===== src/source/spi_cfg_pkg.sv =====
// shared types, address map and instruction codes for the serial config port
// import with spi_cfg_pkg::* in each module header
`default_nettype none

package spi_cfg_pkg;

    localparam int BYTE_BITS = 8;

    typedef logic [BYTE_BITS-1:0] reg_byte_t;  // register data byte
    typedef logic [BYTE_BITS-1:0] reg_addr_t;  // register address
    typedef logic [2:0]           sel_idx_t;   // byte index inside an analog register

    // digital register map
    localparam reg_addr_t ADDR_TRIG_MASK   = 8'd1;
    localparam reg_addr_t ADDR_INSTRUCTION = 8'd2;
    localparam reg_addr_t ADDR_MODE        = 8'd3;
    localparam reg_addr_t ADDR_PLL_LOCKED  = 8'd60;  // read only
    localparam reg_addr_t ADDR_DISC_POL    = 8'd61;
    localparam reg_addr_t ADDR_VCO_CTRL    = 8'd62;
    localparam reg_addr_t ADDR_PLL_DIV     = 8'd63;
    localparam reg_addr_t ADDR_SLOW_MODE   = 8'd64;
    localparam reg_addr_t ADDR_TRIG_DELAY  = 8'd65;

    // analog window, 8 registers of 7 bytes each
    localparam reg_addr_t ADDR_ANALOG_FIRST = 8'd4;
    localparam reg_addr_t ADDR_ANALOG_LAST  = 8'd59;
    localparam int        ANALOG_BYTES      = 7;
    localparam int        ANALOG_REGS       = 8;
    localparam sel_idx_t  SELECT_IDLE       = 3'd7;  // nothing selected

    // instruction codes
    localparam reg_byte_t INST_RESET   = 8'd1;
    localparam reg_byte_t INST_READOUT = 8'd2;
    localparam reg_byte_t INST_START   = 8'd3;

    // one command per received frame
    typedef struct packed {
        logic      wr;    // single cycle
        logic      rd;    // single cycle
        reg_addr_t addr;
        reg_byte_t data;  // only meaningful with wr
    } frame_cmd_t;

    // held configuration outputs
    typedef struct packed {
        reg_byte_t trig_mask;
        reg_byte_t mode;
        reg_byte_t disc_polarity;
        reg_byte_t vco_control;
        reg_byte_t pll_div_ratio;
        reg_byte_t slow_mode;
        reg_byte_t trig_delay;
    } cfg_bank_t;

    typedef enum logic [2:0] {
        RX_IDLE,
        RX_RW,
        RX_ADDR,
        RX_DATA,
        RX_READ_WAIT
    } rx_state_t;

endpackage

`default_nettype wire


===== src/source/spi_frame_rx.sv =====
// frame receiver for the serial config port
// waits for a start bit, takes r/w, address and write data MSB first,
// then issues a single wr or rd command on cmd
`default_nettype none
`timescale 1ns/1ps

module spi_frame_rx import spi_cfg_pkg::*; (
    input  logic       sclk,
    input  logic       rstn,
    input  logic       serial_in,
    output frame_cmd_t cmd
);

    rx_state_t state;
    logic [2:0] bit_cnt;   // bit position within the current byte
    logic       rw_q;      // 1 for a read frame
    reg_byte_t  shift_q;   // last bits seen on serial_in
    reg_byte_t  shift_next;

    // byte as it will be once the current bit is in
    assign shift_next = {shift_q[BYTE_BITS-2:0], serial_in};

    // free running input shifter, the FSM picks the byte out at the right time
    always_ff @(posedge sclk) begin
        shift_q <= shift_next;
    end

    always_ff @(posedge sclk or negedge rstn) begin
        if (!rstn) begin
            state   <= RX_IDLE;
            bit_cnt <= '0;
            rw_q    <= 1'b0;
            cmd     <= '0;
        end else begin
            cmd.wr <= 1'b0;  // commands only last one cycle
            cmd.rd <= 1'b0;

            case (state)
                RX_IDLE: begin
                    bit_cnt <= '0;
                    if (serial_in) begin  // start bit
                        state <= RX_RW;
                    end
                end

                RX_RW: begin
                    rw_q  <= serial_in;
                    state <= RX_ADDR;
                end

                RX_ADDR: begin
                    bit_cnt <= bit_cnt + 3'd1;  // wraps back to 0 after the byte
                    if (bit_cnt == 3'(BYTE_BITS - 1)) begin
                        cmd.addr <= shift_next;
                        if (rw_q) begin
                            cmd.rd <= 1'b1;
                            state  <= RX_READ_WAIT;
                        end else begin
                            state <= RX_DATA;
                        end
                    end
                end

                RX_DATA: begin
                    bit_cnt <= bit_cnt + 3'd1;
                    if (bit_cnt == 3'(BYTE_BITS - 1)) begin
                        cmd.wr   <= 1'b1;
                        cmd.data <= shift_next;
                        state    <= RX_IDLE;
                    end
                end

                RX_READ_WAIT: begin
                    // line ignored while the read byte goes out
                    bit_cnt <= bit_cnt + 3'd1;
                    if (bit_cnt == 3'(BYTE_BITS - 1)) begin
                        state <= RX_IDLE;
                    end
                end

                default: begin
                    state <= RX_IDLE;
                end
            endcase
        end
    end

endmodule

`default_nettype wire


===== src/source/config_regs.sv =====
// digital configuration register bank
// takes write commands by address, decodes the instruction register,
// and hands the addressed byte to the readout on a read command
`default_nettype none
`timescale 1ns/1ps

module config_regs import spi_cfg_pkg::*; (
    input  logic       sclk,
    input  logic       rstn,
    input  frame_cmd_t cmd,
    input  reg_byte_t  pll_locked,
    output cfg_bank_t  cfg,
    output logic       clk_enable,
    output logic       inst_rst,
    output logic       inst_readout,
    output logic       inst_start,
    output logic       rd_load,
    output reg_byte_t  rd_data
);

    reg_byte_t instruction;
    reg_byte_t rd_mux;
    logic      inst_wr;

    assign inst_wr = cmd.wr && (cmd.addr == ADDR_INSTRUCTION);

    // held enable while the start instruction sits in the register
    assign clk_enable = (instruction == INST_START);

    // register writes, unmapped addresses fall through
    always_ff @(posedge sclk or negedge rstn) begin
        if (!rstn) begin
            cfg         <= '0;
            instruction <= '0;
        end else if (cmd.wr) begin
            case (cmd.addr)
                ADDR_TRIG_MASK:   cfg.trig_mask     <= cmd.data;
                ADDR_INSTRUCTION: instruction       <= cmd.data;
                ADDR_MODE:        cfg.mode          <= cmd.data;
                ADDR_DISC_POL:    cfg.disc_polarity <= cmd.data;
                ADDR_VCO_CTRL:    cfg.vco_control   <= cmd.data;
                ADDR_PLL_DIV:     cfg.pll_div_ratio <= cmd.data;
                ADDR_SLOW_MODE:   cfg.slow_mode     <= cmd.data;
                ADDR_TRIG_DELAY:  cfg.trig_delay    <= cmd.data;
                default: ;
            endcase
        end
    end

    // pulses line up with the instruction register update
    always_ff @(posedge sclk or negedge rstn) begin
        if (!rstn) begin
            inst_rst     <= 1'b0;
            inst_readout <= 1'b0;
            inst_start   <= 1'b0;
        end else begin
            inst_rst     <= inst_wr && (cmd.data == INST_RESET);
            inst_readout <= inst_wr && (cmd.data == INST_READOUT);
            inst_start   <= inst_wr && (cmd.data == INST_START);
        end
    end

    // read data select
    always_comb begin
        case (cmd.addr)
            ADDR_TRIG_MASK:   rd_mux = cfg.trig_mask;
            ADDR_INSTRUCTION: rd_mux = instruction;
            ADDR_MODE:        rd_mux = cfg.mode;
            ADDR_PLL_LOCKED:  rd_mux = pll_locked;  // sampled at the load edge
            ADDR_DISC_POL:    rd_mux = cfg.disc_polarity;
            ADDR_VCO_CTRL:    rd_mux = cfg.vco_control;
            ADDR_PLL_DIV:     rd_mux = cfg.pll_div_ratio;
            ADDR_SLOW_MODE:   rd_mux = cfg.slow_mode;
            ADDR_TRIG_DELAY:  rd_mux = cfg.trig_delay;
            default:          rd_mux = '0;
        endcase
    end

    always_ff @(posedge sclk or negedge rstn) begin
        if (!rstn) begin
            rd_load <= 1'b0;
        end else begin
            rd_load <= cmd.rd;
        end
    end

    always_ff @(posedge sclk) begin
        if (cmd.rd) begin
            rd_data <= rd_mux;
        end
    end

endmodule

`default_nettype wire


===== src/source/reg_readout.sv =====
// serializer for register reads
// a byte loaded with rd_load goes out on serial_out MSB first over 8 cycles,
// the line sits at 0 otherwise
`default_nettype none
`timescale 1ns/1ps

module reg_readout import spi_cfg_pkg::*; (
    input  logic      sclk,
    input  logic      rstn,
    input  logic      rd_load,
    input  reg_byte_t rd_data,
    output logic      serial_out
);

    reg_byte_t  shift_q;    // bits still to send, next one at the top
    logic [2:0] bits_left;

    always_ff @(posedge sclk or negedge rstn) begin
        if (!rstn) begin
            serial_out <= 1'b0;
            bits_left  <= '0;
        end else if (rd_load) begin
            serial_out <= rd_data[BYTE_BITS-1];  // MSB goes straight out
            bits_left  <= 3'(BYTE_BITS - 1);
        end else if (bits_left != '0) begin
            serial_out <= shift_q[BYTE_BITS-1];
            bits_left  <= bits_left - 3'd1;
        end else begin
            serial_out <= 1'b0;  // idle low
        end
    end

    always_ff @(posedge sclk) begin
        if (rd_load) begin
            shift_q <= {rd_data[BYTE_BITS-2:0], 1'b0};
        end else begin
            shift_q <= {shift_q[BYTE_BITS-2:0], 1'b0};
        end
    end

endmodule

`default_nettype wire


===== src/source/analog_load_ctrl.sv =====
// load control for the analog configuration registers
// a write into the analog window strobes one load_cnt_ser bit and
// holds the byte index and data for the analog side
`default_nettype none
`timescale 1ns/1ps

module analog_load_ctrl import spi_cfg_pkg::*; (
    input  logic       sclk,
    input  logic       rstn,
    input  frame_cmd_t cmd,
    output reg_byte_t  load_cnt_ser,
    output sel_idx_t   select_reg,
    output reg_byte_t  analog_data
);

    logic                           analog_wr;
    reg_addr_t                      offset;   // address relative to first analog byte
    logic [$clog2(ANALOG_REGS)-1:0] reg_num;
    sel_idx_t                       byte_idx;

    assign analog_wr = cmd.wr
                       && (cmd.addr >= ADDR_ANALOG_FIRST)
                       && (cmd.addr <= ADDR_ANALOG_LAST);

    // split into register number and byte within it
    assign offset   = cmd.addr - ADDR_ANALOG_FIRST;
    assign reg_num  = ($clog2(ANALOG_REGS))'(offset / ANALOG_BYTES);
    assign byte_idx = sel_idx_t'(offset % ANALOG_BYTES);

    always_ff @(posedge sclk or negedge rstn) begin
        if (!rstn) begin
            load_cnt_ser <= '0;
            select_reg   <= SELECT_IDLE;
            analog_data  <= '0;
        end else begin
            load_cnt_ser <= '0;  // strobe is one cycle only
            if (analog_wr) begin
                load_cnt_ser[reg_num] <= 1'b1;
                select_reg            <= byte_idx;   // held until next analog write
                analog_data           <= cmd.data;
            end
        end
    end

endmodule

`default_nettype wire


===== src/source/spi_periph.sv =====
// top of the serial configuration port
// frame receiver feeds the register bank and the analog load control,
// the register bank feeds the readout serializer
`default_nettype none
`timescale 1ns/1ps

module spi_periph import spi_cfg_pkg::*; (
    input  logic      sclk,
    input  logic      rstn,
    input  logic      serial_in,
    input  reg_byte_t pll_locked,
    output cfg_bank_t cfg,
    output logic      clk_enable,
    output logic      inst_rst,
    output logic      inst_readout,
    output logic      inst_start,
    output logic      serial_out,
    output reg_byte_t load_cnt_ser,
    output sel_idx_t  select_reg,
    output reg_byte_t analog_data
);

    frame_cmd_t cmd;      // one command per frame
    logic       rd_load;
    reg_byte_t  rd_data;  // valid with rd_load

    spi_frame_rx u_frame_rx (
        .sclk      (sclk),
        .rstn      (rstn),
        .serial_in (serial_in),
        .cmd       (cmd)
    );

    config_regs u_config_regs (
        .sclk         (sclk),
        .rstn         (rstn),
        .cmd          (cmd),
        .pll_locked   (pll_locked),
        .cfg          (cfg),
        .clk_enable   (clk_enable),
        .inst_rst     (inst_rst),
        .inst_readout (inst_readout),
        .inst_start   (inst_start),
        .rd_load      (rd_load),
        .rd_data      (rd_data)
    );

    // read byte back to the host
    reg_readout u_reg_readout (
        .sclk       (sclk),
        .rstn       (rstn),
        .rd_load    (rd_load),
        .rd_data    (rd_data),
        .serial_out (serial_out)
    );

    // analog register strobes
    analog_load_ctrl u_analog_load_ctrl (
        .sclk         (sclk),
        .rstn         (rstn),
        .cmd          (cmd),
        .load_cnt_ser (load_cnt_ser),
        .select_reg   (select_reg),
        .analog_data  (analog_data)
    );

endmodule

`default_nettype wire


===== config.mk =====
export PLATFORM = sky130hd
export DESIGN_NAME = spi_periph
export DESIGN_NICKNAME = d
export VERILOG_FILES = /design/src/source/spi_cfg_pkg.sv /design/src/source/spi_frame_rx.sv /design/src/source/config_regs.sv /design/src/source/reg_readout.sv /design/src/source/analog_load_ctrl.sv /design/src/source/spi_periph.sv
export SDC_FILE = /design/constraint.sdc
export NUM_CORES = 1
export LEC_CHECK = 0
export BUFFER_PORTS_ARGS = -buffer_cell sky130_fd_sc_hd__buf_2
export CAP_MARGIN = 10
export CELL_PAD_IN_SITES_DETAIL_PLACEMENT = 0
export CELL_PAD_IN_SITES_GLOBAL_PLACEMENT = 1
export CORE_MARGIN = 3
export CORE_UTILIZATION = 50
export CTS_BUF_LIST = sky130_fd_sc_hd__clkbuf_8
export CTS_CLUSTER_DIAMETER = 30
export CTS_CLUSTER_SIZE = 25
export DETAILED_ROUTE_END_ITERATION = 12
export PLACE_DENSITY_LB_ADDON = 0.3
export SLEW_MARGIN = 20
export SYNTH_ARGS = -nofsm -noshare
export SYNTH_HDL_FRONTEND = slang
export SYNTH_SLANG_ARGS = --single-unit

===== constraint.sdc =====
create_clock -name sclk -period 11.6 [get_ports sclk]
set_input_delay 0.58 -clock sclk [delete_from_list [all_inputs] [get_ports sclk]]
set_output_delay 0.58 -clock sclk [all_outputs]
set_load 0.01 [all_outputs]

==> impl_metrics.yaml <==
sta:
  final_min_period_over_clock_period_pct: 58.8
  finalSetupViolations: 0
  tightestPinTransition_ns: 1.01
  finalHoldViolCount: 0
  setup_total_negative_slack_ns: 0
  final.min_clock_period_ns: 6.82
  final.setup_skew_ns: 0.0100
  grt_setup_unrepaired: "no"
  fmaxAchievable_mhz: 147
  worst_slew_margin_rel_pct: 32.3
  timing.final.max_slew_violations: 0
yosys:
  synth_top_cell_by_area: "sky130_fd_sc_hd__dfrtp_1"
  syn_nets: 575
  yosysUniqueCellTypes: 70
  synth_flop_cell: "sky130_fd_sc_hd__dfrtp_1"
  postSynthRegisterBits: 138
  synth-warning-count: 0
  yosysTopAreaCellShare_pct: 42.6
  post_synth_inst_count: 553
  yosysMostFrequentCell: "sky130_fd_sc_hd__dfrtp_1"
  synth.top_cells.by_count: "sky130_fd_sc_hd__dfrtp_1, sky130_fd_sc_hd__mux2_2, sky130_fd_sc_hd__nand2_1"
  synth_edf_count: 8
  async_flop_share_pct: 84.1
  syn-mean-instance-area_um2: 12.0
  synth.yosys.seq_area_share_pct: 51.7
  largest_cells_by_area_after_synthesis: "sky130_fd_sc_hd__dfrtp_1, sky130_fd_sc_hd__mux2_2, sky130_fd_sc_hd__dfxtp_1"
  synthesis.area_um2: 6630
final_layout:
  antenna-diode-count: 0
  largest_reg_flops: 56
  fin_util_pct: 59.4
  post_route_cells_drive_above_1_share_pct: 37.8
  syn_to_final_growth_pct: 14.4
  registers_with_the_most_flip_flops: "u_config_regs.cfg: 56 flops, u_frame_rx.cmd: 18 flops"
  fin_nets: 652
  registers.top_by_ff_count: "u_config_regs.cfg"
power:
  cellInternalPower_mw: 1.16
  pwr-share-comb_pct: 45.8
  pwr-share-clk_pct: 19.7
  power.share.sequential_pct: 34.5
  power_density_nw_per_um2: 268
  maximum_resistive_drop_on_vdd_v: 0.000146
  leakagePower_nw: 3.66
  net-switching-power_mw: 0.874
  netSwitchingFraction_pct: 43.0
setup_path:
  setup.worst_path.start_class: "register"
  worst-endpoint-required_ns: 11.92
  critical_path_fanout_max: 19
  critical_path_class: "register to register"
  cp_data_arrival_time_ns: 7.15
  worst_setup_path_end_kind: "register"
clock_network:
  cts_tree: "done"
  htree_levels: 4
  clkTransAtPathRegs_ns: 0.08
  clkLatencyLatePin_ns: 0.43
  post_cts_sizing_count: 0
  sinks_on_the_clock_net: 138
  max-clock-path-buffers: 2
  ctsRootBufferMaster: "sky130_fd_sc_hd__clkbuf_8"
  cts_setup_buffers: 0
  cts_hold_buffers: 0
  tritoncts.num_buffers: 17
floorplan:
  core_region_area_um2: 12800
  dieArea_um2: 14700
  top_level_ports: 91
  std_cell_rows: 41
  floorplan.die.width_um: 121
  chipHeight_um: 121
  floorplan.initialDensity_pct: 51.9
place:
  gp_routability_congestion: 0.849
  place_hpwl_mm: 10.8
  place.port_buffers: 90
global_route:
  number_of_antenna_violations_at_the_first_check_in_global_routing: 0
  pin_count_of_the_biggest_net_entering_global_routing: 75
  overflow: 0
  wire_length_of_the_first_global_routing_pass_mm: 25.1
  via_count_of_the_first_global_routing_pass: 4726
  total_routing_resource_utilization_after_global_routing_pct: 21.9
flow_run:
  drv_cap: 0
outcome:
  outcome: "complete, no violations"
route:
  via_count: 4794
  viasPerCell: 5.88
  wl_per_cell_um: 19.1
  drc_violation_count_after_routing: 0
  route.final.wire_length_mm: 15.6
  route.antenna.remaining_nets: 0
  dr.pass1.iters: 5
  detailedRoute.firstIterationViolations: 361
hold_path:
  hold_crit_path_type: "input pin to async pin"
cells in the final DEF, fill, tap and decap left out, types with 4 or more instances in the layout:
cell type | Yosys | layout
sky130_fd_sc_hd__a21oi_1 | 14 | 14
sky130_fd_sc_hd__a221oi_1 | 4 | 4
sky130_fd_sc_hd__a22oi_1 | 25 | 25
sky130_fd_sc_hd__a31oi_1 | 6 | 5
sky130_fd_sc_hd__and2_1 | 7 | 7
sky130_fd_sc_hd__buf_2 | 0 | 89
sky130_fd_sc_hd__clkbuf_8 | 0 | 17
sky130_fd_sc_hd__clkinv_4 | 0 | 6
sky130_fd_sc_hd__dfrtp_1 | 113 | 113
sky130_fd_sc_hd__dfxtp_1 | 14 | 14
sky130_fd_sc_hd__edfxtp_1 | 8 | 8
sky130_fd_sc_hd__ha_1 | 11 | 11
sky130_fd_sc_hd__inv_1 | 20 | 21
sky130_fd_sc_hd__mux2_2 | 91 | 91
sky130_fd_sc_hd__mux2i_1 | 5 | 5
sky130_fd_sc_hd__mux4_2 | 8 | 8
sky130_fd_sc_hd__nand2_1 | 31 | 31
sky130_fd_sc_hd__nand2b_1 | 10 | 10
sky130_fd_sc_hd__nand3_1 | 14 | 14
sky130_fd_sc_hd__nand3b_1 | 4 | 4
sky130_fd_sc_hd__nand4_1 | 5 | 5
sky130_fd_sc_hd__nor2_1 | 25 | 25
sky130_fd_sc_hd__nor3_1 | 14 | 13
sky130_fd_sc_hd__o21ai_0 | 13 | 13
sky130_fd_sc_hd__o21bai_1 | 4 | 4
sky130_fd_sc_hd__xnor2_1 | 6 | 6
worst paths after layout:
path | start | endpoint | slack [ns] | cells after the start
max reg2reg | u_frame_rx.cmd[10]$_DFFE_PN0P_ | u_analog_load_ctrl.select_reg[0]$_DFFE_PN1P_ | 4.78 | 24
min in group sclk | serial_in | u_frame_rx.shift_q[0]$_DFF_P_ | 0.30 | 1
min reg2reg | u_frame_rx.shift_q[4]$_DFF_P_ | u_frame_rx.shift_q[5]$_DFF_P_ | 0.38 | 0
min | rstn | u_analog_load_ctrl.load_cnt_ser[2]$_DFF_PN0_ | 0.12 | 1
max in group asynchronous | rstn | u_config_regs.cfg[35]$_DFFE_PN0P_ | 10.13 | 2
max | u_frame_rx.cmd[10]$_DFFE_PN0P_ | u_analog_load_ctrl.select_reg[0]$_DFFE_PN1P_ | 4.78 | 24
per-stage QoR:
stage / power (mW) / instances / instance area (µm²) / worst slack (ns) / hold WS, ns
CTS: 2.03 / 815 / 7580 / 4.85 / 0.122
global route: 2.17 / 815 / 7590 / 4.30 / 0.129
floorplan: 1.45 / 553 / 6630 / 5.63 / 0.284
global placement: 1.59 / 783 / 7170 / 5.28 / 0.363
finish: 2.03 / 815 / 7590 / 4.78 / 0.123
detailed placement: 1.63 / 783 / 7170 / 4.88 / 0.367
cells by family after synthesis:
family | after synthesis | synth area share (%)
AO/OA/AOI/OAI | 99 | 11.3
XOR/XNOR | 9 | 1.19
adder cells (fa/ha/maj) | 12 | 2.23
buffers and inverters | 54 | 3.40
flip-flops | 138 | 51.7
multiplexers | 106 | 19.5
AND/OR/NAND/NOR | 135 | 10.7
power groups by stage:
stage / clock network, mW / logic, mW / registers [mW]
after global routing: 0.429 / 1.02 / 0.718
after global placement: 0 / 0.892 / 0.702
after CTS: 0.407 / 0.924 / 0.699
after floorplan: 0 / 0.850 / 0.597
after detailed placement: 0 / 0.917 / 0.708
final: 0.399 / 0.931 / 0.701
critical path: stages, from the launching register on:
cell and delay [ns]:
sky130_fd_sc_hd__dfrtp_1 0.76, sky130_fd_sc_hd__inv_1 0.26, sky130_fd_sc_hd__ha_1 0.50, sky130_fd_sc_hd__xnor2_1 0.29, sky130_fd_sc_hd__o22a_2 0.21, sky130_fd_sc_hd__inv_1 0.05, sky130_fd_sc_hd__ha_1 0.30, sky130_fd_sc_hd__nor2b_1 0.21
sky130_fd_sc_hd__a311oi_1 0.12, sky130_fd_sc_hd__a311o_1 0.41, sky130_fd_sc_hd__o31ai_1 0.39, sky130_fd_sc_hd__inv_1 0.13, sky130_fd_sc_hd__a311o_1 0.40, sky130_fd_sc_hd__xnor2_1 0.38, sky130_fd_sc_hd__ha_1 0.28, sky130_fd_sc_hd__inv_1 0.07
sky130_fd_sc_hd__a2111o_1 0.40, sky130_fd_sc_hd__and4_4 0.24, sky130_fd_sc_hd__xnor2_1 0.16, sky130_fd_sc_hd__ha_1 0.27, sky130_fd_sc_hd__nand2_1 0.08, sky130_fd_sc_hd__mux2_4 0.31, sky130_fd_sc_hd__mux2i_4 0.21, sky130_fd_sc_hd__nand4b_1 0.15
sky130_fd_sc_hd__o221ai_1 0.14
area by class of cell:
cell class | count | area [µm²]
clock buffer | 17 | 234
clock inverter | 15 | 178
fill | 1010 | 5180
inverter | 20 | 75.1
multi-input combinational | 361 | 2990
sequential | 138 | 3430
tap | 172 | 215
timing repair buffer | 92 | 468
metal layers:
layer  vias up  global-route usage (%)  share of wire [%]
met4         0                    6.72                1.5
met5         -                       0                  0
met3        24                    5.41                5.8
li1       2206                       -                  -
met2       143                    33.2                 46
met1      2421                    31.2                 46
Power figures use the tool's default switching activity.
